==> src/ooo_pkg.sv <==
package ooo_pkg;

    ////////////////////////////////////////
    // widths
    ////////////////////////////////////////

    localparam int XLEN      = 32;
    localparam int NUM_REGS  = 8;
    // rob entries, also sets the tag width
    localparam int ROB_DEPTH = 8;

    typedef logic [XLEN-1:0]                data_t;
    typedef logic [$clog2(NUM_REGS)-1:0]    reg_idx_t;
    typedef logic [$clog2(ROB_DEPTH)-1:0]   rob_tag_t;

    ////////////////////////////////////////
    // encodings
    ////////////////////////////////////////

    typedef enum logic [2:0] {
        OP_ADD,
        OP_SUB,
        OP_AND,
        OP_OR,
        OP_XOR,
        OP_SLL,
        OP_MUL
    } op_e;

    // lane arithmetic unit
    typedef enum logic [1:0] {
        LD_IDLE,
        LD_MUL,
        LD_HOLD
    } ld_state_e;

    ////////////////////////////////////////
    // bundles
    ////////////////////////////////////////

    // instruction word at the core input
    typedef struct packed {
        op_e      op;
        reg_idx_t rd;
        reg_idx_t rs1;
        reg_idx_t rs2;
    } inst_t;

    // renamed source, either a value or a pending tag
    typedef struct packed {
        logic     ready;
        rob_tag_t tag;
        data_t    value;
    } operand_t;

    typedef struct packed {
        op_e      op;
        rob_tag_t dest;
        operand_t src1;
        operand_t src2;
    } rs_entry_t;

    // common data bus
    typedef struct packed {
        logic     valid;
        rob_tag_t tag;
        data_t    value;
    } cdb_t;

    typedef struct packed {
        reg_idx_t rd;
        rob_tag_t tag;
        data_t    value;
    } commit_t;

    typedef struct packed {
        logic     busy;
        logic     done;
        reg_idx_t rd;
        data_t    value;
    } rob_entry_t;

endpackage

==> src/register_status.sv <==
`timescale 1ns/1ps

module register_status (
    input  logic                                      clock,
    input  logic                                      reset,
    input  logic                                      rename_valid,
    input  ooo_pkg::reg_idx_t                         rename_rd,
    input  ooo_pkg::rob_tag_t                         rename_tag,
    input  logic                                      commit_valid,
    input  ooo_pkg::commit_t                          commit,
    output logic [ooo_pkg::NUM_REGS-1:0]              map_busy,
    output ooo_pkg::rob_tag_t [ooo_pkg::NUM_REGS-1:0] map_tag,
    output ooo_pkg::data_t [ooo_pkg::NUM_REGS-1:0]    reg_values
);

    ////////////////////////////////////////
    // regfile and rename map
    ////////////////////////////////////////

    always_ff @(posedge clock) begin
        if (reset) begin
            reg_values <= '0;
            map_busy   <= '0;
        end else begin
            if (commit_valid) begin
                reg_values[commit.rd] <= commit.value;
                // only drop the map if no younger producer took over
                if (map_busy[commit.rd] && map_tag[commit.rd] == commit.tag) begin
                    map_busy[commit.rd] <= 1'b0;
                end
            end
            // same-cycle rename wins over the clear
            if (rename_valid) begin
                map_busy[rename_rd] <= 1'b1;
                map_tag[rename_rd]  <= rename_tag;
            end
        end
    end

endmodule

==> config.mk <==
export PLATFORM = sky130hd
export DESIGN_NAME = register_status
export DESIGN_NICKNAME = d
export VERILOG_FILES = /design/src/ooo_pkg.sv /design/src/register_status.sv
export SDC_FILE = /design/constraint.sdc
export NUM_CORES = 1
export LEC_CHECK = 0
export BUFFER_PORTS_ARGS = -buffer_cell sky130_fd_sc_hd__buf_4
export CORE_ASPECT_RATIO = 1.75
export CORE_MARGIN = 5
export CORE_UTILIZATION = 45
export CTS_CLUSTER_SIZE = 10
export DETAILED_ROUTE_END_ITERATION = 7
export PLACE_DENSITY = 0.75
export SKIP_CTS_REPAIR_TIMING = 1
export SYNTH_ARGS = -nofsm -noshare
export SYNTH_HDL_FRONTEND = slang
export SYNTH_SLANG_ARGS = --single-unit
==> constraint.sdc <==
create_clock -name clock -period 1.9 [get_ports clock]
set_clock_uncertainty 0.1 [all_clocks]
set_input_delay 0.19 -clock clock [delete_from_list [all_inputs] [get_ports clock]]
set_output_delay 0.19 -clock clock [all_outputs]
set_load 0.03 [all_outputs]
==> results.yml <==
status:
  status: "finished clean"
logic_synthesis:
  synth_top_family_by_area: "simple AND/OR/NAND/NOR gates"
  synth_edf_count: 24
  synth_mux_area_share_pct: 1.01
  avgSynthCellArea_sq_um: 8.15
  ys.warnings.count: 0
  synth_nets: 1326
  netlist_area_sq_um: 10400
  synth_top_area_share_pct: 50.7
  ys.flop_type: "dfxtp_1"
  synth_compound_area_share_pct: 14.2
  synth-xor-area-share_pct: 0
  synth_most_common_cell: "nand2_1"
  seq_area_frac_synth_pct: 57.7
  ys_ff_latch: 288
  yosys.area_share.simple_pct: 21.8
  synth-adder-area-share_pct: 0
  synthTopCellsByArea: "dfxtp_1 51%, nand2_1 19%, a21oi_1 13%"
  synthCells: 1278
  yosysUniqueCellTypes: 38
  synthArstFlopShare_pct: 0
  synth_top_area_cell: "dfxtp_1"
  synth_commonest_cells: "517 x nand2_1, 264 x a21oi_1, 264 x dfxtp_1"
clocking:
  clk_path_buf_depth: 3
  cts_tree: "done"
  clock_sinks: 288
  clk_latency_ns: 0.49
  clkTransAtPathRegs_ns: 0.05
  root_buffer: "clkbuf_16"
  cts_buffers: 34
  cts.htree.levels: 2
setup_path:
  critPathSlowestCell: "buf_12"
  slowest_delay_ns: 0.64
  path_cells: "dlygate4sd3_1 > clkbuf_8 > buf_12 > a21oi_1"
  start_kind: "input port"
  crit_type: "input port to flop"
  cp_data_required_time_ns: 2.11
  crit_buf_inv: 3
  cp_max_fo: 255
  crit_cells: 4
  path_delay_family: "buffers and inverters"
  reg2regPathDepth: 6
  worstSetupEndpointType: "flop"
  arrival_ns: 2.01
sta:
  setup_viol: 0
  worst_pin_slew_ns: 1.24
  finalHoldViolCount: 0
  hold-worst-slack_ns: 0.0818
  final_max_slew_viol_count: 0
  maxSlewHeadroom_pct: 17.3
  fmax_ghz: 0.557
  fin_ws_ns: 0.105
  fin_crit_sh_pct: 94.5
  period_needed_ns: 1.80
  rsz0062_at_grt: "false"
  tns_ns: 0
detailed_routing:
  wl_per_cell_um: 19.3
  detail_route.vias_per_cell: 5.29
  wirelength_mm: 36.9
  drtIter0Drc: 837
  routed-wl-met2_mm: 19.0
  final_antenna_net_count: 0
  vias: 10103
  wl_met3_mm: 2.40
  highest_layer: "met4"
  route.detailed.drc: 0
  dr.pass1.iters: 5
  wl_met1_mm: 13.3
cells_and_area:
  area_growth_pct: 39.4
  nNetsFinal: 1651
  drive_above_1_share_pct: 26.8
  nFillCells: 1862
  finalInstanceArea_sq_um: 14500
  stdcell_count: 1911
global_route:
  grt_start_max_net_pins: 256
  overflow: 0
  grt_util_all_layers_pct: 25.8
  antenna_found_initial: 0
  grt_pass1_wl_mm: 53.4
  grt_pass1_vias: 9237
floorplanning:
  die_x_um: 125
  chipHeight_um: 211
  num_rows: 73
  ioPinCount: 336
  start_util_pct: 45.8
  fp.coreArea_sq_um: 22700
  die-area_sq_um: 26400
place:
  hpwl_mm: 24.9
  placed_area_sq_um: 13200
  placed_cells: 1829
  port_buffers: 335
  place_ws_ns: 0.0940
  place_congestion: 0.873
min_path:
  hold_depth: 3
  worstHoldPathType: "input port to flop"
power:
  p_leak_nw: 5.84
  power_per_cell_area_nw_per_um2: 918
  ir_drop_uv: 799
run:
  cap_violations: 0
-- report_power, final --
part	switching, mW	internal (mW)	total, mW	leakage, nW
combinational	0.836	0.441	1.28	3.02
clock	2.27	3.45	5.71	0.463
sequential	0.0759	6.26	6.33	2.35
-- flip-flops by register name, summed over array words and instances (netlist names) --
signal and flops:
map_tag 24, reg_values 256, map_busy 8
-- cells by family (layout without fill, tap and decap cells) --
family	Yosys count	in the layout
buffers and inverters	126	458
flip-flops	288	288
AO/OA/AOI/OAI	286	286
multiplexers	8	8
AND/OR/NAND/NOR	570	570
other	0	1
-- worst reg2reg max path, delay by kind of cell (launching register included) --
kind	cells	cell delay, ns
and+or+nand+nor	2	0.45
buffers and inverters	1	0.20
DFF	1	0.39
AOI/OAI and AO/OA	3	0.49
-- cell type report --
cell class              count  area, sq um  area share, %
clock buffers              43          948           6.53
repair buffers            411         3270           22.5
well taps                 300          375           2.59
multi-input cells         864         3900           26.9
flip-flops and latches    288         6010           41.4
diodes                      1         2.50         0.0172
inverters                   4         15.0          0.103
-- through the flow --
| stage | total power, mW | utilization (%) |
|---|---|---|
| after floorplan | 7.16 | - |
| after global placement | 7.64 | 58.0 |
| after detailed placement | 7.66 | 58.0 |
| after CTS | 13.4 | 62.2 |
| after global routing | 13.7 | 63.8 |
| final | 13.3 | 63.8 |
-- cell usage in the layout (no fill, tap or decap), drive strengths merged, types with 2 or more instances in the layout --
cell,netlist,routed
or2,4,4
clkbuf,79,44
inv,3,3
dlygate4sd3,0,37
a21oi,265,265
o21ai,3,3
nor2,21,21
edfxtp,24,24
mux4,2,2
buf,43,373
dfxtp,264,264
nor4b,3,3
and3,3,3
nand4,4,4
nor3,4,4
a31oi,11,11
mux2i,6,6
nand2b,5,5
or3,2,2
nor3b,3,3
o32a,2,2
a211o,2,2
nand2,517,517
-- layer usage --
metal	GRT usage [%]	vias to the layer above
met2	45.8	486
li1	-	4769
met5	0	-
met1	28.2	4713
met3	5.64	135
met4	14.9	0
-- final timing paths --
check,slack (ns),from,to
max,0.10,reset,reg_values[72]
min,0.08,rename_rd[1],map_tag[1]
max reg2reg,0.16,map_tag[2],map_busy[7]
min reg2reg,0.35,reg_values[164],reg_values[164]
Power figures use the tool's default switching activity.
