<file path="src/ooo_pkg.sv">
package ooo_pkg;

    ////////////////////////////////////////
    // widths
    ////////////////////////////////////////

    localparam int XLEN      = 32;
    localparam int NUM_REGS  = 8;
    // rob entries, also sets the tag width
    localparam int ROB_DEPTH = 8;

    typedef logic [XLEN-1:0]                data_t;
    typedef logic [$clog2(NUM_REGS)-1:0]    reg_idx_t;
    typedef logic [$clog2(ROB_DEPTH)-1:0]   rob_tag_t;

    ////////////////////////////////////////
    // encodings
    ////////////////////////////////////////

    typedef enum logic [2:0] {
        OP_ADD,
        OP_SUB,
        OP_AND,
        OP_OR,
        OP_XOR,
        OP_SLL,
        OP_MUL
    } op_e;

    // lane arithmetic unit
    typedef enum logic [1:0] {
        LD_IDLE,
        LD_MUL,
        LD_HOLD
    } ld_state_e;

    ////////////////////////////////////////
    // bundles
    ////////////////////////////////////////

    // instruction word at the core input
    typedef struct packed {
        op_e      op;
        reg_idx_t rd;
        reg_idx_t rs1;
        reg_idx_t rs2;
    } inst_t;

    // renamed source, either a value or a pending tag
    typedef struct packed {
        logic     ready;
        rob_tag_t tag;
        data_t    value;
    } operand_t;

    typedef struct packed {
        op_e      op;
        rob_tag_t dest;
        operand_t src1;
        operand_t src2;
    } rs_entry_t;

    // common data bus
    typedef struct packed {
        logic     valid;
        rob_tag_t tag;
        data_t    value;
    } cdb_t;

    typedef struct packed {
        reg_idx_t rd;
        rob_tag_t tag;
        data_t    value;
    } commit_t;

    typedef struct packed {
        logic     busy;
        logic     done;
        reg_idx_t rd;
        data_t    value;
    } rob_entry_t;

endpackage

</file>
<file path="src/reorder_buffer.sv">
`timescale 1ns/1ps

module reorder_buffer (
    input  logic                                         clock,
    input  logic                                         reset,
    input  logic                                         alloc_valid,
    input  ooo_pkg::reg_idx_t                            alloc_rd,
    input  ooo_pkg::cdb_t                                cdb,
    output ooo_pkg::rob_tag_t                            alloc_tag,
    output logic                                         rob_full,
    output ooo_pkg::rob_entry_t [ooo_pkg::ROB_DEPTH-1:0] rob_entries,
    output logic                                         commit_valid,
    output ooo_pkg::commit_t                             commit
);
    import ooo_pkg::*;

    localparam int CNT_W = $clog2(ROB_DEPTH + 1);

    rob_tag_t         head;
    rob_tag_t         tail;
    logic [CNT_W-1:0] count;

    // new tag is the tail slot
    assign alloc_tag = tail;
    assign rob_full  = (count == CNT_W'(ROB_DEPTH));

    ////////////////////////////////////////
    // retirement
    ////////////////////////////////////////

    // head retires the cycle after its result lands
    assign commit_valid = rob_entries[head].busy && rob_entries[head].done;
    assign commit       = '{rd: rob_entries[head].rd, tag: head, value: rob_entries[head].value};

    always_ff @(posedge clock) begin
        if (reset) begin
            head  <= '0;
            tail  <= '0;
            count <= '0;
            for (int i = 0; i < ROB_DEPTH; i++) begin
                rob_entries[i].busy <= 1'b0;
                rob_entries[i].done <= 1'b0;
            end
        end else begin
            // result capture
            if (cdb.valid) begin
                rob_entries[cdb.tag].done  <= 1'b1;
                rob_entries[cdb.tag].value <= cdb.value;
            end
            if (commit_valid) begin
                rob_entries[head].busy <= 1'b0;
                head                   <= head + 1'b1;
            end
            // allocation at the tail
            if (alloc_valid) begin
                rob_entries[tail] <= '{busy: 1'b1, done: 1'b0, rd: alloc_rd, value: '0};
                tail              <= tail + 1'b1;
            end
            // occupancy
            case ({alloc_valid, commit_valid})
                2'b10:   count <= count + 1'b1;
                2'b01:   count <= count - 1'b1;
                default: count <= count;
            endcase
        end
    end

endmodule

</file>
<file path="config.mk">
export PLATFORM = sky130hd
export DESIGN_NAME = reorder_buffer
export DESIGN_NICKNAME = d
export VERILOG_FILES = /design/src/ooo_pkg.sv /design/src/reorder_buffer.sv
export SDC_FILE = /design/constraint.sdc
export NUM_CORES = 1
export LEC_CHECK = 0
export ABC_AREA = 1
export BUFFER_PORTS_ARGS = -buffer_cell sky130_fd_sc_hd__buf_2
export CORE_AREA = 2 2 235 179
export CTS_BUF_LIST = sky130_fd_sc_hd__clkbuf_4 sky130_fd_sc_hd__clkbuf_8 sky130_fd_sc_hd__clkbuf_16
export DETAILED_ROUTE_END_ITERATION = 6
export DIE_AREA = 0 0 237 181
export PLACE_DENSITY = 0.67
export SKIP_LAST_GASP = 1
export SYNTH_ARGS = -nofsm -noshare
export SYNTH_HDL_FRONTEND = slang
export SYNTH_SLANG_ARGS = --single-unit
</file>
<file path="constraint.sdc">
create_clock -name clock -period 8.05 [get_ports clock]
set_clock_uncertainty 0.05 [all_clocks]
set_input_delay 0.4025 -clock clock [delete_from_list [all_inputs] [get_ports clock]]
set_output_delay 0.4025 -clock clock [all_outputs]
set_load 0.01 [all_outputs]
</file>
==> results.json <==
{
  "yosysSeqAreaShare": 0.569,
  "cts_root_buffer": "clkbuf_16",
  "drcViolationCount": 0,
  "yosys.area.top_type": "edfxtp_1",
  "die_x_um": 237,
  "powerDensity_nw_per_um2": 222,
  "worst_ep_required_time_ns": 8.42,
  "viasPerCell": 5.79,
  "critPathLaunchType": "flip-flop",
  "postCtsSetupRepairBufs": 0,
  "finalHoldViolations": 0,
  "yosys_most_used_dff": "edfxtp_1",
  "post-route-period-util": 0.535,
  "min_path_type": "primary input to flip-flop",
  "netlist_top_cells_area": "edfxtp_1 (54%), nor2_1 (10%), o21ai_0 (9.5%)",
  "grt_pass1_vias": 14200,
  "hold_depth": 3,
  "leakage_nw": 7.94,
  "fill_cells": 3908,
  "worstPathCellList": "buf_4, buf_4, nand2_1, nand3_1, nand2_1, nor2_2, nor2_4, ha_1, xor2_1, ha_1, a21oi_1, xnor2_1, o21ai_0, inv_1",
  "core_sq_um": 40400,
  "syn_avg_cell_area_sq_um": 8.88,
  "cts-buffers-inserted": 36,
  "yosysMostFrequentCell": "nor2_1",
  "area_growth_pct": 21.8,
  "cts_sinks": 306,
  "endpoint_kind": "flip-flop",
  "clk_pin_slew_worst_paths_ns": 0.06,
  "yosys_warnings": 0,
  "reg2reg_depth": 14,
  "antenna_found_initial": 1,
  "dp_hpwl_mm": 39.9,
  "wl_per_cell_um": 24.2,
  "netlist_area_sq_um": 15700,
  "crit_buf_inv": 3,
  "ios": 381,
  "synth_top_area_share": 0.536,
  "cts_tree": "done",
  "crit_cells": 14,
  "grt_overflow": 0,
  "synth_edf_count": 280,
  "io_buffers": 380,
  "drtAntennaViolNets": 0,
  "wl_mm": 63.6,
  "crit_path_max_incr_delay_ns": 0.96,
  "grt_pass1_wl_mm": 92.8,
  "clock_insertion_delay_worst_skew_ns": 0.53,
  "synthTopCellsByCount": "nor2_1 (427), o21ai_0 (299), edfxtp_1 (280)",
  "dieArea_sq_um": 42900,
  "power.total_mw": 4.23,
  "ir_drop_mv": 0.161,
  "status": "complete, no violations",
  "async_flop_share": 0,
  "place.gp.congestion": 0.866,
  "drv_cap": 0,
  "drive_above_1_share": 0.229,
  "die_h_um": 181,
  "slew_headroom": 0.220,
  "syn-num-nets": 1813,
  "setup_viol": 0,
  "cp_slowest_cell": "buf_4",
  "fmax_ghz": 0.232,
  "firstDrtPassIters": 6,
  "diodes": 0,
  "row_count": 64,
  "ys_ff_latch": 306,
  "grt_usage": 0.287,
  "initial_utilization": 0.388,
  "cts-resized-gates": 0,
  "synth_cell_types": 29,
  "critPathArrivalTime_ns": 4.68,
  "postSynthCellCount": 1766,
  "drv_slew": 0,
  "clock_path_buffers": 3,
  "crit_family": "buffers and inverters",
  "period_needed_ns": 4.31,
  "crit_type": "flip-flop to flip-flop",
  "worstMarginPinSlew_ns": 1.17,
  "rsz0062_at_grt": "false",
  "finalSetupTns_ns": 0,
  "grt_max_degree": 136,
  "dr_total_vias": 15200,
  "ctsHoldBuffers": 0,
  "drtIter0Drc": 2003,
  "fin_nets": 2120,
  "critPathMaxFanout": 119,
  "htreeDepth": 2
}
[state kept, by name, summed over array words and instances (netlist names)]
name,cells
head,3
alloc_tag,3
count,4
rob_entries,296
[stage by stage]
| step | instance area, sq um | hold slack [ns] | setup WS, ns | std cells | utilization |
|---|---|---|---|---|---|
| after global placement | 17900 | 0.425 | 3.90 | 2563 | 0.442 |
| after detailed placement | 17900 | 0.444 | 3.82 | 2563 | 0.442 |
| after CTS | 19100 | 0.0983 | 3.81 | 2627 | 0.472 |
| after global routing | 19100 | 0.136 | 3.37 | 2627 | 0.472 |
| final | 19100 | 0.114 | 3.74 | 2627 | 0.472 |
| after floorplan | 15700 | 0.421 | 3.42 | 1766 | - |
[metal layers]
layer	routed length, um	share of wire	GRT usage	vias up
met3	6920	0.11	0.0571	140
li1	-	-	-	6732
met5	13	0.00020	0	-
met1	26300	0.41	0.401	7293
met4	2080	0.033	0.0977	2
met2	28200	0.44	0.445	1035
[placed cells by master (no fill, tap or decap), types with 3 or more instances in the layout]
master,Yosys,final
edfxtp_1,280,280
nor2_1,427,419
o211ai_1,77,77
a21oi_1,126,126
dfxtp_1,26,25
clkbuf_4,0,7
bufinv_16,0,5
a211oi_1,6,6
inv_2,4,13
nand3_1,20,19
o21bai_1,4,4
o21ai_1,3,3
clkinv_1,0,11
nor2_4,1,9
o21ai_0,299,299
buf_2,46,380
inv_1,152,142
o21a_1,5,5
buf_4,5,14
nor3_1,19,19
nand2_1,143,140
clkbuf_16,0,37
o2111ai_1,34,34
nand2_2,2,5
ha_1,5,5
[final cells by class]
cell class	instances	area, sq um	share of cell area
flip-flops and latches	306	8930	0.468
multi-input cells	1179	5690	0.298
repair buffers	394	2010	0.105
clock buffers	46	1010	0.0527
well taps	528	661	0.0346
inverters	156	593	0.0311
clock inverters	18	209	0.0109
[worst register-to-register path, delay by kind of cell (launching register included)]
family | cells | cell delay [ns]
XOR/XNOR | 2 | 0.29
buffers and inverters | 3 | 1.73
adder cells (fa/ha/maj) | 2 | 0.45
flip-flops | 1 | 0.74
AO/OA/AOI/OAI | 2 | 0.31
AND/OR/NAND/NOR | 5 | 0.66
[cells by family (layout without fill, tap and decap cells)]
| family | Yosys count | after routing | share of synthesized area |
|---|---|---|---|
| AO/OA/AOI/OAI | 554 | 554 | 0.200 |
| AND/OR/NAND/NOR | 617 | 617 | 0.153 |
| buffers and inverters | 281 | 614 | 0.0726 |
| adder cells (fa/ha/maj) | 5 | 5 | 0.00399 |
| XOR/XNOR | 3 | 3 | 0.00168 |
| flip-flops | 306 | 306 | 0.569 |
[final timing paths]
path,to,from,slack [ns]
setup / recovery,count[2],head[0],3.74
hold / removal,alloc_tag[0],alloc_valid,0.11
setup reg to reg,count[2],head[0],3.74
hold reg to reg,rob_entries[35],rob_entries[35],0.45
[report_power, final]
| part | internal, mW | switching, mW | total [mW] |
|---|---|---|---|
| Sequential | 1.88 | 0.102 | 1.98 |
| Clock | 1.04 | 0.679 | 1.72 |
| Combinational | 0.174 | 0.356 | 0.530 |
No activity file was read; power rests on OpenSTA's default activity.
