### src/ooo_pkg.sv
package ooo_pkg;

    ////////////////////////////////////////
    // widths
    ////////////////////////////////////////

    localparam int XLEN      = 32;
    localparam int NUM_REGS  = 8;
    // rob entries, also sets the tag width
    localparam int ROB_DEPTH = 8;

    typedef logic [XLEN-1:0]                data_t;
    typedef logic [$clog2(NUM_REGS)-1:0]    reg_idx_t;
    typedef logic [$clog2(ROB_DEPTH)-1:0]   rob_tag_t;

    ////////////////////////////////////////
    // encodings
    ////////////////////////////////////////

    typedef enum logic [2:0] {
        OP_ADD,
        OP_SUB,
        OP_AND,
        OP_OR,
        OP_XOR,
        OP_SLL,
        OP_MUL
    } op_e;

    // lane arithmetic unit
    typedef enum logic [1:0] {
        LD_IDLE,
        LD_MUL,
        LD_HOLD
    } ld_state_e;

    ////////////////////////////////////////
    // bundles
    ////////////////////////////////////////

    // instruction word at the core input
    typedef struct packed {
        op_e      op;
        reg_idx_t rd;
        reg_idx_t rs1;
        reg_idx_t rs2;
    } inst_t;

    // renamed source, either a value or a pending tag
    typedef struct packed {
        logic     ready;
        rob_tag_t tag;
        data_t    value;
    } operand_t;

    typedef struct packed {
        op_e      op;
        rob_tag_t dest;
        operand_t src1;
        operand_t src2;
    } rs_entry_t;

    // common data bus
    typedef struct packed {
        logic     valid;
        rob_tag_t tag;
        data_t    value;
    } cdb_t;

    typedef struct packed {
        reg_idx_t rd;
        rob_tag_t tag;
        data_t    value;
    } commit_t;

    typedef struct packed {
        logic     busy;
        logic     done;
        reg_idx_t rd;
        data_t    value;
    } rob_entry_t;

endpackage

### src/dispatch_unit.sv
`timescale 1ns/1ps

module dispatch_unit #(
    parameter int NUM_LANES = 3
) (
    input  logic                                             clock,
    input  logic                                             reset,
    input  logic                                             inst_valid,
    input  ooo_pkg::inst_t                                   inst,
    input  logic                                             rob_full,
    input  ooo_pkg::rob_tag_t                                alloc_tag,
    input  ooo_pkg::rob_entry_t [ooo_pkg::ROB_DEPTH-1:0]     rob_entries,
    input  logic [NUM_LANES-1:0]                             lane_free,
    input  logic [ooo_pkg::NUM_REGS-1:0]                     map_busy,
    input  ooo_pkg::rob_tag_t [ooo_pkg::NUM_REGS-1:0]        map_tag,
    input  ooo_pkg::data_t [ooo_pkg::NUM_REGS-1:0]           reg_values,
    input  ooo_pkg::cdb_t                                    cdb,
    output logic                                             inst_ready,
    output logic                                             alloc_valid,
    output ooo_pkg::reg_idx_t                                alloc_rd,
    output logic                                             rename_valid,
    output ooo_pkg::reg_idx_t                                rename_rd,
    output ooo_pkg::rob_tag_t                                rename_tag,
    output logic [NUM_LANES-1:0]                             lane_load,
    output ooo_pkg::rs_entry_t                               lane_entry
);
    import ooo_pkg::*;

    localparam int PTR_W = (NUM_LANES > 1) ? $clog2(NUM_LANES) : 1;

    logic             fire;
    logic [PTR_W-1:0] rot_ptr;
    logic [PTR_W-1:0] pick_idx;
    operand_t         src1_op;
    operand_t         src2_op;

    // rename one source
    // regfile, then finished rob entry, then the bus this cycle, else wait
    function automatic operand_t resolve(input reg_idx_t r);
        operand_t o;
        o.tag   = map_tag[r];
        o.ready = 1'b1;
        o.value = reg_values[r];
        if (map_busy[r]) begin
            if (rob_entries[map_tag[r]].done) begin
                o.value = rob_entries[map_tag[r]].value;
            end else if (cdb.valid && cdb.tag == map_tag[r]) begin
                o.value = cdb.value;
            end else begin
                o.ready = 1'b0;
                o.value = '0;
            end
        end
        return o;
    endfunction

    ////////////////////////////////////////
    // handshake
    ////////////////////////////////////////

    assign inst_ready = !reset && !rob_full && (|lane_free);
    assign fire       = inst_valid && inst_ready;

    // rob allocation and rename share the transfer
    assign alloc_valid  = fire;
    assign alloc_rd     = inst.rd;
    assign rename_valid = fire;
    assign rename_rd    = inst.rd;
    assign rename_tag   = alloc_tag;

    ////////////////////////////////////////
    // lane steering
    ////////////////////////////////////////

    // first free lane at or after the rotation pointer
    always_comb begin
        pick_idx = rot_ptr;
        for (int k = NUM_LANES - 1; k >= 0; k--) begin
            if (lane_free[(int'(rot_ptr) + k) % NUM_LANES]) begin
                pick_idx = PTR_W'((int'(rot_ptr) + k) % NUM_LANES);
            end
        end
    end

    assign lane_load = fire ? (NUM_LANES'(1) << pick_idx) : '0;

    always_comb begin
        src1_op = resolve(inst.rs1);
        src2_op = resolve(inst.rs2);
    end

    assign lane_entry = '{op: inst.op, dest: alloc_tag, src1: src1_op, src2: src2_op};

    // move past the lane just loaded
    always_ff @(posedge clock) begin
        if (reset) begin
            rot_ptr <= '0;
        end else if (fire) begin
            rot_ptr <= (int'(pick_idx) == NUM_LANES - 1) ? '0 : pick_idx + 1'b1;
        end
    end

endmodule

### config.mk
export PLATFORM = sky130hd
export DESIGN_NAME = dispatch_unit
export DESIGN_NICKNAME = d
export VERILOG_FILES = /design/src/ooo_pkg.sv /design/src/dispatch_unit.sv
export SDC_FILE = /design/constraint.sdc
export NUM_CORES = 1
export LEC_CHECK = 0
export ABC_AREA = 1
export BUFFER_PORTS_ARGS = -buffer_cell sky130_fd_sc_hd__clkbuf_2
export CAP_MARGIN = 20
export CORE_AREA = 2 2 284 286
export DETAILED_ROUTE_END_ITERATION = 7
export DIE_AREA = 0 0 286 288
export MAX_ROUTING_LAYER = met4
export PLACE_DENSITY_LB_ADDON = 0.05
export SYNTH_ARGS = -nofsm -noshare
export SYNTH_HDL_FRONTEND = slang
export SYNTH_SLANG_ARGS = --single-unit
### constraint.sdc
create_clock -name clock -period 2 [get_ports clock]
set_clock_uncertainty 0.1 [all_clocks]
set_input_delay 0.3 -clock clock [delete_from_list [all_inputs] [get_ports clock]]
set_output_delay 0.3 -clock clock [all_outputs]
set_load 0.02 [all_outputs]
==> results.py <==
metrics = {
    "run_status": {
        "status": "finished, violations left",
        "violations": "setup timing",
    },
    "finish": {
        "largest_reg_flops": 2,
        "fill_cells": 9338,
        "drive_above_1_share": 0.419,
        "top_register": "rot_ptr",
        "fin_nets": 4280,
        "reg_top3": "rot_ptr (2)",
        "instances_no_fill": 4712,
        "final_cell_area_mm2": 0.0235,
        "area_growth_pct": 79.0,
    },
    "yosys": {
        "synth_top_area_share": 0.291,
        "avgSynthCellArea_um2": 4.51,
        "ys_ff_latch": 2,
        "synth.distinct_cells": 27,
        "yosysMostFrequentCell": "nand2_1",
        "synthTopCellsByArea": "nand2_1 29%, nand3_1 27%, o21ai_0 15%, nor2_1 5.7%, a21oi_1 5.3%",
        "synth_commonest_cells": "1019 x nand2_1, 698 x nand3_1, 389 x o21ai_0",
        "synth_area_mm2": 0.0131,
        "yosysTopAreaCell": "nand2_1",
        "synth_edf_count": 0,
        "synth_flop_cell": "dfxtp_1",
        "netlist_instances": 2913,
        "async_flop_share": 0,
        "synth_fp_nets": 3557,
        "ys_seq_area_frac": 0.00305,
        "yosys_warnings": 0,
    },
    "clocking": {
        "postCtsHoldBufs": 0,
        "cts_sinks": 2,
        "clkSlewWorstSetupHoldPaths_ps": 30,
        "htreeDepth": 1,
        "insertion_delay_ps": 220,
        "numCtsBuffers": 3,
        "root_buffer": "clkbuf_16",
        "cts_tree": "built",
        "clockBufferDepth": 2,
    },
    "power": {
        "power.internal_mw": 4.41,
        "p_clk_frac": 0.030,
        "p_sw_frac": 0.570,
        "leakagePower_nw": 12.1,
        "ir_worst_vdd_v": 0.000227,
        "power_switching_mw": 5.85,
        "p_comb_frac": 0.966,
        "seq_power_share": 0.004,
        "powerDensity_mw_per_mm2": 436,
    },
    "sta": {
        "setup_ws_ps": -632,
        "hold_violations": 0,
        "finalMaxSlewViolations": 0,
        "finalSetupViolations": 75,
        "rsz0062_at_grt": "yes",
        "timing.final.crit_share": 1.32,
        "max_freq_mhz": 380,
        "worst_slew_pin_slew_ps": 714,
        "hold_slack_ps": 236,
        "period_needed_ps": 2630,
        "maxSlewHeadroom": 0.524,
    },
    "floorplan": {
        "die-area_mm2": 0.0824,
        "boundaryPins": 735,
        "start_util": 0.165,
        "core_area_mm2": 0.0796,
        "fp.dieH_um": 288,
        "placementRows": 104,
        "fp.dieW_um": 286,
    },
    "setup_path": {
        "crit_fanout": 8,
        "slowest_stage": "buf_12",
        "cp-end-kind": "primary output",
        "r2r_slack_ps": -110,
        "critPathTopFamily": "simple AND/OR/NAND/NOR gates",
        "critPathArrivalTime_ps": 2230,
        "cp-start-kind": "input port",
        "timing.critical_path.buf_inv": 6,
        "crit_top_cell": "nand2_2",
        "rr_worst_depth": 12,
        "worstPathCellList": "buf_12 -> buf_12 -> nand2_2 -> nand3_4 -> nand3_4 -> buf_8 -> buf_12 -> clkbuf_16 -> nand3_1 -> nand3_1 -> nand3_1 -> nand2_2 -> nand2_1 -> nand2_2 -> nand2_2 -> nand2_2 -> clkbuf_8",
        "path_class": "input port to primary output",
        "cp.required_ps": 1600,
        "r2r_end": "rot_ptr[0]",
        "critPathMaxStageDelay_ps": 180,
        "r2r-start": "rot_ptr[1]",
    },
    "drt": {
        "wirelength_um": 115000,
        "drt_iter0_drc": 1753,
        "vias": 23070,
        "wl_met3_um": 5130,
        "highest_layer": "met4",
        "wire_per_inst_um": 24.4,
        "wl_met1_um": 50900,
        "drc": 0,
        "first_pass_iters": 8,
        "met2_length_um": 55400,
        "viasPerCell": 4.90,
        "drtAntennaViolNets": 0,
    },
    "job": {
        "maxCapViolations": 0,
    },
    "grt": {
        "grt_max_degree": 97,
        "grt_pass1_wl_um": 159000,
        "gr-usage-all-layers": 0.267,
        "grt_overflow": 0,
        "grt_pass1_vias": 23051,
        "antenna_found_initial": 18,
    },
    "place": {
        "port_buffers": 678,
        "hpwl_um": 87600,
        "dpl_cell_area_mm2": 0.0192,
        "place_congestion": 0.876,
        "dp.cells": 4611,
    },
    "hold_path": {
        "hold_end": "rot_ptr[1]",
        "whs_path_depth": 2,
        "worstHoldStart": "reset",
        "min_path_type": "input port to register",
    },
}
==> how the worst max path moves through the flow <==
stage	startpoint	end	slack, ps	cells past startpoint
2_1_floorplan	inst[0]	lane_entry[11]	-2	15
3_3_place_gp	inst[0]	lane_entry[25]	-890	11
3_5_place_dp	inst[0]	lane_entry[25]	-910	11
4_1_cts	inst[3]	lane_entry[63]	-700	18
5_1_grt	inst[3]	lane_entry[52]	-740	18
6_report	inst[3]	lane_entry[61]	-630	17
==> cells in the final DEF (no fill, tap or decap), types with 2 or more instances in the layout <==
cell type,Yosys,routed
buf_6,29,52
nand3_2,3,137
inv_8,0,4
diode_2,0,18
nand3_4,2,16
o21ai_0,389,386
buf_16,0,24
inv_1,151,144
nand3b_1,4,4
a21oi_2,0,2
buf_4,34,148
nand3_1,698,550
nand2_4,4,47
nor2_2,2,29
nor2_4,0,14
clkbuf_16,0,19
inv_2,10,10
clkbuf_2,0,606
dfxtp_2,0,2
nand2_1,1019,729
nor2_1,198,157
buf_12,0,74
nor3_2,0,2
nand2_2,7,252
clkbuf_8,0,24
o21ai_1,1,4
buf_8,1,45
a21oi_1,138,135
nand2_8,0,4
==> cell families (layout without fill, tap and decap cells) <==
logic type                 count (synthesis)  count (layout)  synth area share
and+or+nand+nor                         1940            1942             0.629
AOI/OAI and AO/OA                        532             532             0.203
buffers and inverters                    437            1156             0.162
adders and majority gates                  2               2           0.00190
DFF                                        2               2           0.00305
other                                      0              18                 0
==> power groups by stage <==
stage               sequential (mW)  combinational, mW  clock [mW]
floorplan                    0.0440               4.11           0
global placement             0.0448               7.66           0
detailed placement           0.0448               7.61           0
CTS                          0.0442               9.22       0.308
global route                 0.0447               10.6       0.314
finish                       0.0442               9.91       0.305
==> final cells by class <==
class,count,area (um2),area share
Multi-Input combinational cell,2476,13100,0.555
Inverter,161,654,0.0278
Tap cell,1060,1330,0.0563
Timing Repair Buffer,992,8320,0.354
Antenna cell,18,45.0,0.00191
Sequential cell,2,42.5,0.00181
Clock buffer,3,75.1,0.00319
==> per-layer routing <==
| metal | GRT usage | vias to the layer above |
|---|---|---|
| met3 | 0.0252 | 142 |
| met2 | 0.448 | 793 |
| met4 | 0.0802 | 0 |
| li1 | - | 11083 |
| met1 | 0.337 | 11052 |
| met5 | - | - |
==> per-stage QoR <==
step / setup WS (ps) / power, mW / setup TNS [ps] / utilization
global route: -737 / 11.0 / -46830 / 0.296
floorplan: -1.72 / 4.15 / -1.91 / -
detailed placement: -905 / 7.66 / -53400 / 0.242
global placement: -889 / 7.71 / -54230 / 0.242
CTS: -696 / 9.57 / -42410 / 0.274
finish: -632 / 10.3 / -39560 / 0.296
==> timing repair <==
action	in CTS	in global routing
pin swaps	101	158
buffers inserted	24	24
gates cloned	24	18
setup endpoints to repair	77	77
resized for setup	434	347
Note: power is estimated with default switching activity, not from simulation.
