===== src/ooo_pkg.sv =====
package ooo_pkg;

    ////////////////////////////////////////
    // widths
    ////////////////////////////////////////

    localparam int XLEN      = 32;
    localparam int NUM_REGS  = 8;
    // rob entries, also sets the tag width
    localparam int ROB_DEPTH = 8;

    typedef logic [XLEN-1:0]                data_t;
    typedef logic [$clog2(NUM_REGS)-1:0]    reg_idx_t;
    typedef logic [$clog2(ROB_DEPTH)-1:0]   rob_tag_t;

    ////////////////////////////////////////
    // encodings
    ////////////////////////////////////////

    typedef enum logic [2:0] {
        OP_ADD,
        OP_SUB,
        OP_AND,
        OP_OR,
        OP_XOR,
        OP_SLL,
        OP_MUL
    } op_e;

    // lane arithmetic unit
    typedef enum logic [1:0] {
        LD_IDLE,
        LD_MUL,
        LD_HOLD
    } ld_state_e;

    ////////////////////////////////////////
    // bundles
    ////////////////////////////////////////

    // instruction word at the core input
    typedef struct packed {
        op_e      op;
        reg_idx_t rd;
        reg_idx_t rs1;
        reg_idx_t rs2;
    } inst_t;

    // renamed source, either a value or a pending tag
    typedef struct packed {
        logic     ready;
        rob_tag_t tag;
        data_t    value;
    } operand_t;

    typedef struct packed {
        op_e      op;
        rob_tag_t dest;
        operand_t src1;
        operand_t src2;
    } rs_entry_t;

    // common data bus
    typedef struct packed {
        logic     valid;
        rob_tag_t tag;
        data_t    value;
    } cdb_t;

    typedef struct packed {
        reg_idx_t rd;
        rob_tag_t tag;
        data_t    value;
    } commit_t;

    typedef struct packed {
        logic     busy;
        logic     done;
        reg_idx_t rd;
        data_t    value;
    } rob_entry_t;

endpackage


===== src/exec_lane.sv =====
`timescale 1ns/1ps

module exec_lane #(
    parameter int RS_DEPTH   = 2,
    parameter int MUL_CYCLES = 3
) (
    input  logic               clock,
    input  logic               reset,
    input  logic               load,
    input  ooo_pkg::rs_entry_t entry,
    input  ooo_pkg::cdb_t      cdb,
    input  logic               grant,
    output logic               free,
    output logic               done_valid,
    output ooo_pkg::cdb_t      done_result
);
    import ooo_pkg::*;

    localparam int IDX_W = (RS_DEPTH > 1) ? $clog2(RS_DEPTH) : 1;
    localparam int CNT_W = $clog2(MUL_CYCLES + 1);

    // station slots
    rs_entry_t           st [RS_DEPTH];
    logic [RS_DEPTH-1:0] st_valid;
    // older[i][j] set when slot j was loaded before slot i
    logic [RS_DEPTH-1:0] older [RS_DEPTH];
    logic [RS_DEPTH-1:0] rdy;
    logic [IDX_W-1:0]    ld_idx;
    logic [IDX_W-1:0]    iss_idx;
    logic                iss_any;
    logic                issue;

    // arithmetic unit
    ld_state_e           state;
    logic [CNT_W-1:0]    mul_cnt;
    data_t               mul_a;
    data_t               mul_b;
    rob_tag_t            res_tag;
    data_t               res_value;

    function automatic data_t alu(input op_e op, input data_t a, input data_t b);
        case (op)
            OP_ADD:  return a + b;
            OP_SUB:  return a - b;
            OP_AND:  return a & b;
            OP_OR:   return a | b;
            OP_XOR:  return a ^ b;
            OP_SLL:  return a << b[4:0];
            // low half of the product
            OP_MUL:  return a * b;
            default: return '0;
        endcase
    endfunction

    ////////////////////////////////////////
    // reservation station
    ////////////////////////////////////////

    assign free = ~&st_valid;

    // lowest empty slot
    always_comb begin
        ld_idx = '0;
        for (int i = RS_DEPTH - 1; i >= 0; i--) begin
            if (!st_valid[i]) begin
                ld_idx = IDX_W'(i);
            end
        end
    end

    // oldest slot with both operands in hand
    always_comb begin
        for (int i = 0; i < RS_DEPTH; i++) begin
            rdy[i] = st_valid[i] && st[i].src1.ready && st[i].src2.ready;
        end
        iss_any = 1'b0;
        iss_idx = '0;
        for (int i = 0; i < RS_DEPTH; i++) begin
            if (rdy[i] && ((older[i] & rdy) == '0)) begin
                iss_any = 1'b1;
                iss_idx = IDX_W'(i);
            end
        end
    end

    assign issue = iss_any && (state == LD_IDLE);

    always_ff @(posedge clock) begin
        if (reset) begin
            st_valid <= '0;
        end else begin
            // wakeup from the bus
            for (int i = 0; i < RS_DEPTH; i++) begin
                if (st_valid[i] && cdb.valid) begin
                    if (!st[i].src1.ready && st[i].src1.tag == cdb.tag) begin
                        st[i].src1.ready <= 1'b1;
                        st[i].src1.value <= cdb.value;
                    end
                    if (!st[i].src2.ready && st[i].src2.tag == cdb.tag) begin
                        st[i].src2.ready <= 1'b1;
                        st[i].src2.value <= cdb.value;
                    end
                end
            end
            if (issue) begin
                st_valid[iss_idx] <= 1'b0;
            end
            if (load) begin
                st[ld_idx]       <= entry;
                st_valid[ld_idx] <= 1'b1;
                // new slot is younger than everyone
                for (int i = 0; i < RS_DEPTH; i++) begin
                    older[i][ld_idx] <= 1'b0;
                end
                older[ld_idx] <= st_valid;
            end
        end
    end

    ////////////////////////////////////////
    // arithmetic unit
    ////////////////////////////////////////

    always_ff @(posedge clock) begin
        if (reset) begin
            state <= LD_IDLE;
        end else begin
            case (state)
                LD_IDLE: begin
                    if (issue) begin
                        res_tag <= st[iss_idx].dest;
                        if (st[iss_idx].op == OP_MUL && MUL_CYCLES > 1) begin
                            mul_a   <= st[iss_idx].src1.value;
                            mul_b   <= st[iss_idx].src2.value;
                            mul_cnt <= CNT_W'(MUL_CYCLES - 2);
                            state   <= LD_MUL;
                        end else begin
                            res_value <= alu(st[iss_idx].op, st[iss_idx].src1.value,
                                             st[iss_idx].src2.value);
                            state     <= LD_HOLD;
                        end
                    end
                end
                // count down the multiply latency
                LD_MUL: begin
                    if (mul_cnt == '0) begin
                        res_value <= alu(OP_MUL, mul_a, mul_b);
                        state     <= LD_HOLD;
                    end else begin
                        mul_cnt <= mul_cnt - 1'b1;
                    end
                end
                // result parked until the arbiter takes it
                LD_HOLD: begin
                    if (grant) begin
                        state <= LD_IDLE;
                    end
                end
                default: state <= LD_IDLE;
            endcase
        end
    end

    assign done_valid  = (state == LD_HOLD);
    assign done_result = '{valid: done_valid, tag: res_tag, value: res_value};

endmodule


===== config.mk =====
export PLATFORM = sky130hd
export DESIGN_NAME = exec_lane
export DESIGN_NICKNAME = d
export VERILOG_FILES = /design/src/ooo_pkg.sv /design/src/exec_lane.sv
export SDC_FILE = /design/constraint.sdc
export NUM_CORES = 2
export LEC_CHECK = 0
export BUFFER_PORTS_ARGS = -buffer_cell sky130_fd_sc_hd__buf_2
export CORE_MARGIN = 2
export CORE_UTILIZATION = 45
export DETAILED_ROUTE_END_ITERATION = 7
export GPL_TIMING_DRIVEN = 0
export PLACE_DENSITY = 0.65
export SLEW_MARGIN = 0
export SYNTH_ARGS = -nofsm -noshare
export SYNTH_HDL_FRONTEND = slang
export SYNTH_SLANG_ARGS = --single-unit

===== constraint.sdc =====
create_clock -name clock -period 22.5 [get_ports clock]
set_input_delay 1.125 -clock clock [delete_from_list [all_inputs] [get_ports clock]]
set_output_delay 1.125 -clock clock [all_outputs]
set_load 0.02 [all_outputs]

==> summary.md <==
| Metric | Value |
|---|---|
| Least-Margin Pin Slew | between 1 and 1.5 ns |
| Data required time of the worst path | roughly 23 ns |
| Initial antenna violation count | 4 |
| Yosys cell types | 95 |
| FF+latch area | 7880 sq um |
| Clock Skew | roughly 0.031 ns |
| DIE AREA | approximately 77,000 sq um |
| Hold Path Class | flop to flop |
| Setup WS post-layout | 12.95 ns |
| Starting Density | 45.3% |
| Worst-skew pair later-pin latency | between 0.6 and 0.7 ns |
| Arr. time, crit path | around 10 ns |
| Final Setup Violations | 0 |
| Pint | 1.23 mW |
| Leak pwr | about 17 nW |
| Die span in x | about 280 um |
| DRT antenna net count | 0 |
| Clock Tree Buf Depth | 3 |
| H-tree depth | 1 |
| Most common cell after layout, fill and taps aside | nand2_1 |
| Fin. Hold Viols | 0 |
| GRT met3 Usage | around 5.6% |
| Critical path's top delay family | adder cells |
| Post-synth EDFFs | 257 |
| CP max stage delay | approximately 0.81 ns |
| Met1 usage | just over 40% |
| Vias in the first global route | around 28,000 |
| Drt drc | 0 |
| Most frequent cells in the layout | nand2_1, inv_1, fa_1 |
| Net Switching | roughly 0.88 mW |
| Clock Power Share | 22.3% |
| I/O pin total | 156 |
| Total nets after synthesis | 4,308 |
| Vias per cell | 5.79 |
| Root buf cell | clkbuf_16 |
| Asr flop ratio synth | 0% |
| Site Rows | 100 |
| First-pass GRT wire length | between 150,000 and 200,000 um |
| Ys Warns | 0 |
| Final Cycle Share | 42.5% |
| Post-synthesis sequential area ratio | 23.4% |
| CTS resizes | 0 |
| Max-cap violations | 0 |
| Power Dens Cells | between 50 and 60 nW/um^2 |
| Chip height | ~280 um |
| Buf/Inv on CP | 4 |
| Routability congestion estimate | around 1.0 |
| Main flop type after synthesis | edfxtp_1 |
| Place WS | about 13 ns |
| Number of synthesized register bits | about 270 |
| Top Usage Layer GRT | met2 |
| Sink Count | ~270 |
| Met2 Resource Use GR | 52.3% |
| Worst Path Max Fanout | 10 |
| Setup_tns | 0 ns |
| Synth Instances | roughly 3,600 |
| Nets | between 4,000 and 5,000 |
| Largest net degree at the start of global routing | 43 |
| Share of post-route cells with drive strength above 1 | under 10% |
| Buffers on Ports | 152 |
| Fillers | between 7,000 and 8,000 |
| Post-DP HPWL | between 100,000 and 150,000 um |
| WL final | 123,000 um |
| Grt total ovfl | 0 |
| Num CTS Buffers | 29 |
| Final min period | 9.55 ns |
| CP cell instances | clkbuf_1, clkbuf_1, and2_1, fa_1, fa_1, fa_1, inv_1, fa_1, inv_1, fa_1, ha_1, fa_1, fa_1, ha_1, nand4_1, nor2_1, nand4_1, a211oi_1, o22ai_1, o21ba_2, a221oi_1, o22ai_1 |
| Startpoint types | flop |
| Max-slew violation count | 0 |
| Vias post-DR | 27,500 |
| Area growth syn-to-layout | 9.33% |
| Switching Share | around two fifths |
| Avg Synthesized Cell Area | approximately 9.5 sq um |
| Total track usage | between 30% and 40% |
| Core ar. | around 74,000 sq um |
| Clock-pin slew on the worst setup and hold paths | ~0.070 ns |
| Flop pwr share | 28.2% |
| Detailed Route Iter0 Violations | between 2,000 and 3,000 |
| Slew margin rel. | 11.4% |
| Multi-input logic area | between 20,000 and 25,000 sq um |
| Most frequent CP cell | fa_1 |
| Status | finished, final reports clean |
| VDD IR max | ~0.064 mV |
| Setup bufs post-CTS | 0 |
| CP Capture Type | flop |
| Synthesized cell area | about 34,000 sq um |
| RSZ-0062 raised after global routing | false |
| Top achievable clock speed | between 0.1 and 0.15 GHz |
| CTS tree | built |
| Crit path max-delay cell type | clkbuf_1 |
| Post-CTS Hold Fix Bufs | 0 |
| Combinational Power Share | approximately 49% |
| Crit path kind | flop to flop |
| TritonRoute pass-1 iters | 6 |
| Avg WL per Cell | between 20 and 30 um |
-- worst min-delay path: cells and delay by family (launching register included) --
family	cells	cell delay, ns
simple gates	2	0.09
flops	1	0.32
-- per-layer routing --
| layer | wire length [um] | vias up |
|---|---|---|
| li1 | - | 12100 |
| met1 | 47500 | 13700 |
| met2 | 56800 | 1357 |
| met3 | 10500 | 348 |
| met4 | 7630 | 8 |
| met5 | 51 | - |
-- cell usage after synthesis (6+ instances only) --
cell	instances	area [sq um]
or3_1	16	100
o31ai_1	15	113
nand2_1	659	2470
nor2b_1	19	119
o211ai_1	18	135
nor2_1	93	349
buf_4	10	75.1
a21oi_1	74	370
o21ai_1	31	155
o21bai_1	7	52.6
xor2_1	29	254
mux2_2	23	259
a31oi_1	18	113
mux4_2	25	563
and3_1	9	56.3
clkbuf_1	131	492
nand2b_1	10	62.6
dfxtp_1	8	160
and2_1	316	1980
buf_2	47	235
o21a_1	10	75.1
edfxtp_1	257	7720
nor4_1	16	100
a221oi_1	12	105
o221ai_1	7	61.3
o21ai_0	55	275
mux2i_1	119	1190
a211oi_1	21	158
inv_1	462	1730
buf_1	6	22.5
nand3b_1	7	52.6
a41oi_1	7	61.3
a211o_1	6	52.6
o22ai_1	44	275
ha_1	221	2770
xnor2_1	118	1030
nand3_1	43	215
fa_1	409	8190
nor3_1	24	120
nand4_1	7	43.8
a22oi_1	29	218
a21o_1	24	180
-- power by group through the flow --
stage | clock, mW | combinational [mW] | sequential (mW)
after detailed placement | 0 | 1.01 | 0.604
after CTS | 0.474 | 1.02 | 0.594
after global routing | 0.490 | 1.12 | 0.596
after global placement | 0 | 1.00 | 0.605
after floorplan | 0 | 0.669 | 0.598
final | 0.470 | 1.04 | 0.595
-- through the flow --
| step | instances | hold slack, ns | power (mW) | util (%) | instance area [sq um] |
|---|---|---|---|---|---|
| floorplan | 3560 | 0.484 | 1.27 | - | 33700 |
| global placement | 4681 | 0.492 | 1.61 | 48.0 | 35700 |
| detailed placement | 4691 | 0.496 | 1.61 | 48.3 | 35900 |
| CTS | 4740 | 0.516 | 2.09 | 49.5 | 36800 |
| global route | 4740 | 0.540 | 2.21 | 49.5 | 36800 |
| finish | 4746 | 0.511 | 2.11 | 49.6 | 36800 |
-- path summary, 6_finish.rpt --
kind | startpoint | endpoint | slack [ns] | cells past startpoint
worst max register to register | mul_a[3]$_DFFE_PP_ | res_value[30]$_DFFE_PP_ | 12.95 | 22
worst min-delay path | st[1][72]$_DFFE_PP_ | res_tag[0]$_DFFE_PP_ | 0.51 | 2
worst min register to register | st[1][72]$_DFFE_PP_ | res_tag[0]$_DFFE_PP_ | 0.51 | 2
worst max-delay path | mul_a[3]$_DFFE_PP_ | res_value[30]$_DFFE_PP_ | 12.95 | 22
-- registers in the layout (all words and copies together) (netlist names) --
name	flops
mul_b	32
mul_a	32
res_tag	3
st	156
mul_cnt	2
state	2
res_value	32
st_valid	2
older	4
-- kinds of logic (layout without fill, tap and decap cells) --
| group | count (synthesis) | in the layout | synth area share [%] |
|---|---|---|---|
| adder cells (fa/ha/maj) | 630 | 630 | 32.5 |
| AND/OR/NAND/NOR | 1254 | 1254 | 17.7 |
| XOR/XNOR | 148 | 148 | 3.89 |
| buffers and inverters | 659 | 870 | 7.65 |
| other | 1 | 7 | 0.0111 |
| AO/OA/AOI/OAI | 434 | 434 | 8.78 |
| flip-flops | 265 | 265 | 23.4 |
| multiplexers | 169 | 169 | 6.05 |
-- layout make-up --
class | instances | area share (%)
Inverter | 464 | 4.73
Clock inverter | 18 | 0.472
Buffer | 195 | 2.27
Antenna cell | 6 | 0.0408
Timing Repair Buffer | 162 | 2.55
Tap cell | 969 | 3.29
Sequential cell | 265 | 21.4
Multi-Input combinational cell | 2636 | 63.3
Clock buffer | 31 | 1.99
No activity file was read; power rests on OpenSTA's default activity.
