## config.mk

```make
export PLATFORM = sky130hd
export DESIGN_NAME = cdb_arbiter
export DESIGN_NICKNAME = d
export VERILOG_FILES = /design/src/ooo_pkg.sv /design/src/cdb_arbiter.sv
export SDC_FILE = /design/constraint.sdc
export NUM_CORES = 1
export LEC_CHECK = 0
export BUFFER_PORTS_ARGS = -buffer_cell sky130_fd_sc_hd__buf_2
export CORE_MARGIN = 1.5
export CORE_UTILIZATION = 36
export DETAILED_ROUTE_END_ITERATION = 6
export PLACE_DENSITY = 0.82
export SYNTH_ARGS = -nofsm -noshare
export SYNTH_HDL_FRONTEND = slang
export SYNTH_SLANG_ARGS = --single-unit
```

## constraint.sdc

```tcl
create_clock -name clock -period 4.3 [get_ports clock]
set_input_delay 1.29 -clock clock [delete_from_list [all_inputs] [get_ports clock]]
set_output_delay 1.29 -clock clock [all_outputs]
set_load 0.005 [all_outputs]
```

## src/ooo_pkg.sv

```systemverilog
package ooo_pkg;

    ////////////////////////////////////////
    // widths
    ////////////////////////////////////////

    localparam int XLEN      = 32;
    localparam int NUM_REGS  = 8;
    // rob entries, also sets the tag width
    localparam int ROB_DEPTH = 8;

    typedef logic [XLEN-1:0]                data_t;
    typedef logic [$clog2(NUM_REGS)-1:0]    reg_idx_t;
    typedef logic [$clog2(ROB_DEPTH)-1:0]   rob_tag_t;

    ////////////////////////////////////////
    // encodings
    ////////////////////////////////////////

    typedef enum logic [2:0] {
        OP_ADD,
        OP_SUB,
        OP_AND,
        OP_OR,
        OP_XOR,
        OP_SLL,
        OP_MUL
    } op_e;

    // lane arithmetic unit
    typedef enum logic [1:0] {
        LD_IDLE,
        LD_MUL,
        LD_HOLD
    } ld_state_e;

    ////////////////////////////////////////
    // bundles
    ////////////////////////////////////////

    // instruction word at the core input
    typedef struct packed {
        op_e      op;
        reg_idx_t rd;
        reg_idx_t rs1;
        reg_idx_t rs2;
    } inst_t;

    // renamed source, either a value or a pending tag
    typedef struct packed {
        logic     ready;
        rob_tag_t tag;
        data_t    value;
    } operand_t;

    typedef struct packed {
        op_e      op;
        rob_tag_t dest;
        operand_t src1;
        operand_t src2;
    } rs_entry_t;

    // common data bus
    typedef struct packed {
        logic     valid;
        rob_tag_t tag;
        data_t    value;
    } cdb_t;

    typedef struct packed {
        reg_idx_t rd;
        rob_tag_t tag;
        data_t    value;
    } commit_t;

    typedef struct packed {
        logic     busy;
        logic     done;
        reg_idx_t rd;
        data_t    value;
    } rob_entry_t;

endpackage

```

## src/cdb_arbiter.sv

```systemverilog
`timescale 1ns/1ps

module cdb_arbiter #(
    parameter int NUM_LANES = 3
) (
    input  logic                           clock,
    input  logic                           reset,
    input  logic [NUM_LANES-1:0]           done_valid,
    input  ooo_pkg::cdb_t [NUM_LANES-1:0]  done_result,
    output logic [NUM_LANES-1:0]           grant,
    output ooo_pkg::cdb_t                  cdb
);

    localparam int PTR_W = (NUM_LANES > 1) ? $clog2(NUM_LANES) : 1;

    logic [PTR_W-1:0] rr_ptr;
    logic [PTR_W-1:0] win_idx;
    logic             win_any;

    // first requester at or after the pointer
    always_comb begin
        win_any = 1'b0;
        win_idx = rr_ptr;
        for (int k = NUM_LANES - 1; k >= 0; k--) begin
            if (done_valid[(int'(rr_ptr) + k) % NUM_LANES]) begin
                win_any = 1'b1;
                win_idx = PTR_W'((int'(rr_ptr) + k) % NUM_LANES);
            end
        end
    end

    assign grant = win_any ? (NUM_LANES'(1) << win_idx) : '0;

    // broadcast straight from the winning lane
    always_comb begin
        cdb       = done_result[win_idx];
        cdb.valid = win_any;
    end

    always_ff @(posedge clock) begin
        if (reset) begin
            rr_ptr <= '0;
        end else if (win_any) begin
            rr_ptr <= (int'(win_idx) == NUM_LANES - 1) ? '0 : win_idx + 1'b1;
        end
    end

endmodule

```

==> metrics.md, run 1 <==
| Metric | Value |
|---|---|
| H-tree depth | 1 |
| Failing checks | setup timing |
| Area leader, netlist | a22oi_1 |
| Outcome | complete, but fails checks |
| # diodes | 0 |
| Setup TNS | -0.00887 ns |
| GRT Resource Usage Total | 23.2% |
| Syn. warnings | 0 |
| Required @ worst endpoint | 3.01 ns |
| Post-Syn Instances | between 200 and 250 |
| Dpl cells | roughly 410 |
| Biggest regs | rr_ptr (2) |
| Synth top area share | a little under a fifth |
| Area of the core | around 3800 um2 |
| Most common cell in the netlist | o21ai_1 |
| Global route overflow | 0 |
| Post-synth top flop | dfxtp_1 |
| Row count | 22 |
| I/O Buffers | around 150 |
| Reg clk slew, reported paths | ~0.030 ns |
| Worst setup SP type | input port |
| Detailed Route WL | 6230 um |
| Final min period | ~4.3 ns |
| Mapped Area | ~1500 um2 |
| Reg with most FFs | rr_ptr |
| Routed Antenna Nets | 0 |
| IO Pins | roughly 150 |
| Final #Nets | a little under 500 |
| FF-to-FF Start | rr_ptr[0] |
| Vias/cell | 5.81 |
| RePlAce Congestion | approximately 0.82 |
| Synth top area cells | a22oi_1 (19%), a31oi_1 (15%), o21ai_1 (14%) |
| Fin util | between 60% and 70% |
| Worst-Skew Late Latency | roughly 0.21 ns |
| Via count | 2,422 |
| DR pass1 iterations | 5 |
| #FFs+latches synth | 2 |
| Post-DP HPWL | roughly 4100 um |
| Number of flip-flops in the largest register | 2 |
| Die ar. | around 4400 um2 |
| RSZ-0062 raised after global routing | true |
| Drt wl/cell | around 15 um |
| Largest buffer count on any clock path | 2 |
| Initial antenna violation count | 0 |
| Hold Buf Count CTS | 0 |
| Slew HR | 73.1% |
| Area grow syn2layout | 74.0% |
| Average size of a mapped cell | about 6.3 um2 |
| Final Slew Violations | 0 |
| Worst EP arrival | 3.02 ns |
| DIE HEIGHT | 66.5 um |
| DRC errors left | 0 |
| VDD IR max | roughly 0.00041 V |
| Initial detailed-routing violation count | approximately 160 |
| Number of global-route vias before repair | 1,973 |
| Clock sink total | 2 |
| # Max-Cap Violations | 0 |
| Worst hold start | rr_ptr[1] |
| Cell Count, Final, Fillers Out | roughly 420 |
| Area after DPL | between 2000 and 2500 um2 |
| Root buffer cell | clkbuf_8 |
| Critical path class | input port to primary output |
| Max frequency | 232 MHz |
| Static leakage | between 1 and 1.5 nW |
| Final worst path period share | 100% |
| Final setup vio count | 1 |
| Cell variety after synth | 39 |
| Post-synth EDFFs | 0 |
| Hold Vio Cnt, Final | 0 |
| Share of post-route cells with drive strength above 1 | between 50% and 60% |
| Tot Pwr | ~2.0 mW |
| Mapped Nets | roughly 350 |
| CTS tree | built |
| Post-synthesis async set-or-reset flop share | 0% |
| Die Span X | ~67 um |
| Post-synth top cells | o21ai_1 (40), a22oi_1 (36), a31oi_1 (35), o21ai_0 (34), clkbuf_1 (15) |
| Starting Density | about two fifths |
| Largest net degree at the start of global routing | 49 |
| Worst Setup SP | done_valid[0] |
| Worst-path fanout max | 10 |
| Worst Max-Slew Pin Slew | about 0.40 ns |
| Worst setup EP type | primary output |
| Finished Cell Area | 2530 um2 |
| First-pass GRT wire length | approximately 8400 um |
| Hold Crit Class | flop to flop |
| Skew final | about 0.00076 ns |
| Cell Pwr Density | 782 nW/um2 |
| CTS Buf Count | 3 |
| Post-route setup slack | -0.00887 ns |
| Register area share after synthesis | approximately 2.8% |
==> placed cells by master, fill, tap and decap left out, drive strengths merged, types with 3 or more instances in the layout <==
cell type  netlist  layout
mux2             3       3
o21ai           74      74
nor2b            6       6
clkbuf          16       7
inv              7       7
buf             17     166
nand2            3       3
a22oi           36      36
nor2             3       3
a31oi           35      35
ha               3       3
==> cells by family after synthesis <==
kind of cell,count (synthesis),synth area share [%]
AOI/OAI and AO/OA,156,65.5
adders and majority gates,3,2.58
buffers and inverters,40,16.3
DFF,2,2.76
muxes,4,3.27
and+or+nand+nor,24,9.65
==> through the flow <==
stage | setup WS [ns] | hold WS, ns
2_1_floorplan | 0.307 | 0.475
3_5_place_dp | -0.0150 | 0.511
4_1_cts | 0.0193 | 0.514
6_report | -0.00887 | 0.515
3_3_place_gp | 0.0117 | 0.513
5_1_grt | -0.0854 | 0.546
==> final timing paths <==
check              end  slack, ns  cells after the start
max reg2reg  rr_ptr[1]       1.73                      8
min          rr_ptr[1]       0.52                      2
max            cdb[19]     -0.009                      9
min reg2reg  rr_ptr[1]       0.52                      2
==> worst max-delay path: stages <==
cell and delay [ns]:
buf_8 0.10, mux2_4 0.26, a222oi_1 0.32, buf_4 0.20
and3_4 0.27, buf_8 0.15, o21ai_1 0.07, a22oi_1 0.20
buf_2 0.15
==> cell type report <==
| cell class | instances | area, um2 |
|---|---|---|
| fill | 329 | 1240 |
| timing repair buffer | 170 | 1070 |
| tap | 48 | 60.1 |
| sequential | 2 | 40.0 |
| clock buffer | 3 | 41.3 |
| inverter | 7 | 26.3 |
| multi-input combinational | 187 | 1290 |
==> metal layers <==
metal	routed length (um)	GRT usage, %
met5	0	0
met4	19	6.89
met3	406	1.35
met2	3200	41.8
met1	2600	29.4
==> power breakdown <==
part | leakage [nW] | internal, mW | total (mW) | switching, mW
Combinational | 1.14 | 0.902 | 1.87 | 0.967
Clock | 0.0216 | 0.0593 | 0.0758 | 0.0164
Sequential | 0.0165 | 0.0251 | 0.0313 | 0.00613
==> timing repair <==
action	CTS	global route
cloned	0	4
setup buffers	0	1
pin swaps	0	14
setup endpoints to repair	6	34
gates resized for setup	2	34
No activity file was read; power rests on OpenSTA's default activity.
==> run 2: changes to the inputs <==
Settings changed: ABC_AREA set to 1, CORE_UTILIZATION 36 to 38.
==> run 2 against run 1 <==
The run now ends clean; first-iteration DRC count shrank 45%; via count shrank 0.12%; global-route usage shrank 1.6 points; clock-buffer cell count is the same; critical path type unchanged; critical endpoint is now cdb[14].
==> metrics.md, run 2 <==
| Metric | Value |
|---|---|
| Sw Share | between 50% and 60% |
| CP Cell Sequence | buf_2 -> inv_1 -> o21ai_1 -> nand2_1 -> o21ai_0 -> nand2_1 -> nand2_8 -> nand3_1 -> o21ai_1 -> buf_2 |
| Cell variety after synth | 23 |
| CTS resizes | 0 |
| Detailed Route WL | between 5000 and 6000 um |
| First-pass GRT wire length | 8020 um |
| Row count | 23 |
| Initial antenna violation count | 0 |
| Global route overflow | 0 |
| Clock sink total | 2 |
| Register area share after synthesis | between 2 and 2.5% |
| Critical Path Max Stage Delay | between 0.2 and 0.3 ns |
| Slew HR | ~80% |
| Final setup vio count | 0 |
| Most common cell after layout, fill and taps aside | buf_2 |
| DIE HEIGHT | between 60 and 70 um |
| IO Pins | around 150 |
| Met3 Use GR | approximately 2.3% |
| Combinational power share | a little over nine tenths |
| Final worst path period share | a little over 90% |
| Busiest grt layer | met2 |
| Post-synth top flop | dfxtp_1 |
| Met1 Use GR | between 20% and 30% |
| Post-synthesis async set-or-reset flop share | 0% |
| Post-route setup slack | 0.277 ns |
| Area after DPL | approximately 2400 um2 |
| Sequential Power Share | under 10% |
| Global Route met2 Usage | 41.5% |
| CTS tree | built |
| FF-to-FF setup slack | approximately 2.3 ns |
| RSZ-0062 raised after global routing | false |
| Post-Syn Instances | 306 |
| Average size of a mapped cell | approximately 5.4 um2 |
| DRC errors left | 0 |
| Reg with most FFs | rr_ptr |
| Hold Buf Count CTS | 0 |
| Max frequency | 249 MHz |
| I/O Buffers | ~150 |
| Syn. warnings | 0 |
| Worst-Skew Late Latency | about 0.22 ns |
| Drt wl/cell | about 11 um |
| Most frequent cells in the layout | buf_2 (148), nand2_1 (82), nand3_1 (72), inv_1 (43), nand3b_1 (22) |
| Cell Pwr Density | approximately 800 nW/um2 |
| Net switching power of the design | around 1.1 mW |
| Share of post-route cells with drive strength above 1 | 43.4% |
| Synth top area share | between 20% and 30% |
| DR pass1 iterations | 4 |
| Finished Cell Area | between 2000 and 2500 um2 |
| Final #Nets | 563 |
| Clock share of power | 3.9% |
| Biggest regs | rr_ptr (2) |
| H-tree depth | 1 |
| RePlAce Congestion | between 0.8 and 0.9 |
| Worst Max-Slew Pin Slew | approximately 0.28 ns |
| Outcome | completed |
| Post-CTS Setup Bufs | 0 |
| Skew final | about 0.0035 ns |
| Synth top area cells | nand3_1 (22%), nand2_1 (19%), nand3b_1 (10%) |
| Most common cell in the netlist | nand2_1 |
| # diodes | 0 |
| Post-DP HPWL | approximately 4300 um |
| Static leakage | roughly 1.5 nW |
| Root buffer cell | clkbuf_8 |
| Final Slew Violations | 0 |
| CTS Buf Count | 3 |
| Worst setup EP type | primary output |
| Critical path class | input port to primary output |
| Hold Crit Class | flop to flop |
| Area leader, netlist | nand3_1 |
| Largest buffer count on any clock path | 2 |
| Post-Place Worst Slack | ~0.22 ns |
| Die ar. | roughly 4700 um2 |
| Hold Vio Cnt, Final | 0 |
| Routed Antenna Nets | 0 |
| Worst setup SP type | input port |
| Number of global-route vias before repair | about 1,900 |
| #FFs+latches synth | 2 |
| Via count | 2,419 |
| Mapped Area | roughly 1600 um2 |
| Post-synth EDFFs | 0 |
| Final min period | just over 4 ns |
| VDD IR max | roughly 0.00069 V |
| Vias/cell | a little under 5 |
| Setup TNS | 0 ns |
| Area grow syn2layout | 46.2% |
| Die Span X | 68.7 um |
| Number of flip-flops in the largest register | 2 |
| Post-synth top cells | nand2_1 (82), nand3_1 (72), inv_1 (43), nand3b_1 (22), nor2_1 (15) |
| Largest net degree at the start of global routing | 36 |
| Initial detailed-routing violation count | between 80 and 90 |
| Area of the core | 4090 um2 |
| Required @ worst endpoint | ~3.0 ns |
| Worst EP arrival | about 2.7 ns |
| Mapped Nets | 422 |
| Reg clk slew, reported paths | 0.03 ns |
| GRT Resource Usage Total | between 20 and 25% |
| Starting Density | approximately two fifths |
| # Max-Cap Violations | 0 |
| Slowest cell on crit path | nand2_8 |
| P_int | 0.828 mW |
| Worst-path fanout max | 35 |
-- run 2: cell types whose count changed in the layout (fill, tap and decap cells not counted), sizes merged, moves of 22 or more --
cell | before | now
o21ai | 74 | 17
nand3 | 1 | 82
a31oi | 35 | 0
inv | 7 | 47
a22oi | 36 | 0
nand3b | 0 | 22
nand2 | 3 | 89
-- run 2: cell families (layout without fill, tap and decap cells) --
group,Yosys count,count (layout),synth area share [%]
simple gates,210,210,65.5
buf+inv,69,208,21.0
compound gates,22,22,8.78
fa+ha+maj,3,3,2.29
flops,2,2,2.44
-- run 2: power by group through the flow --
stage                     registers, mW  clock network [mW]  logic, mW
after CTS                        0.0327              0.0783       1.88
after global routing             0.0345              0.0803       2.11
final                            0.0325              0.0768       1.86
after global placement           0.0325                   0       1.85
after floorplan                  0.0310                   0       1.37
after detailed placement         0.0328                   0       1.87
-- run 2: per-stage QoR --
stage,utilization (%),hold WS [ns],cells,total power [mW]
after CTS,58.6,0.489,495,1.99
after global routing,58.6,0.530,495,2.23
after floorplan,-,0.455,306,1.40
after detailed placement,57.6,0.484,492,1.91
after global placement,57.6,0.479,492,1.89
final,58.6,0.487,495,1.97
-- run 2: final timing paths --
path                                    start         to  depth (start not counted)
worst max-delay path            done_valid[2]    cdb[14]                         10
worst min-delay path                rr_ptr[0]  rr_ptr[0]                          2
worst max register to register      rr_ptr[0]  rr_ptr[0]                         10
worst min register to register      rr_ptr[0]  rr_ptr[0]                          2
-- run 2: critical path, delay by kind of cell --
kind	cells	cell delay, ns
simple gates	4	0.71
compound gates	3	0.44
buf+inv	3	0.30
-- run 2: layout make-up --
| type | count | area, um2 |
|---|---|---|
| Multi-Input combinational cell | 235 | 1260 |
| Fill cell | 447 | 1690 |
| Sequential cell | 2 | 40.0 |
| Inverter | 48 | 181 |
| Timing Repair Buffer | 157 | 808 |
| Clock buffer | 3 | 41.3 |
| Tap cell | 50 | 62.6 |
-- run 2: layer usage --
layer	share of wire [%]	vias up
li1	-	1260
met1	39	1059
met2	52	94
met3	8.2	6
met4	0.91	0
met5	0	-
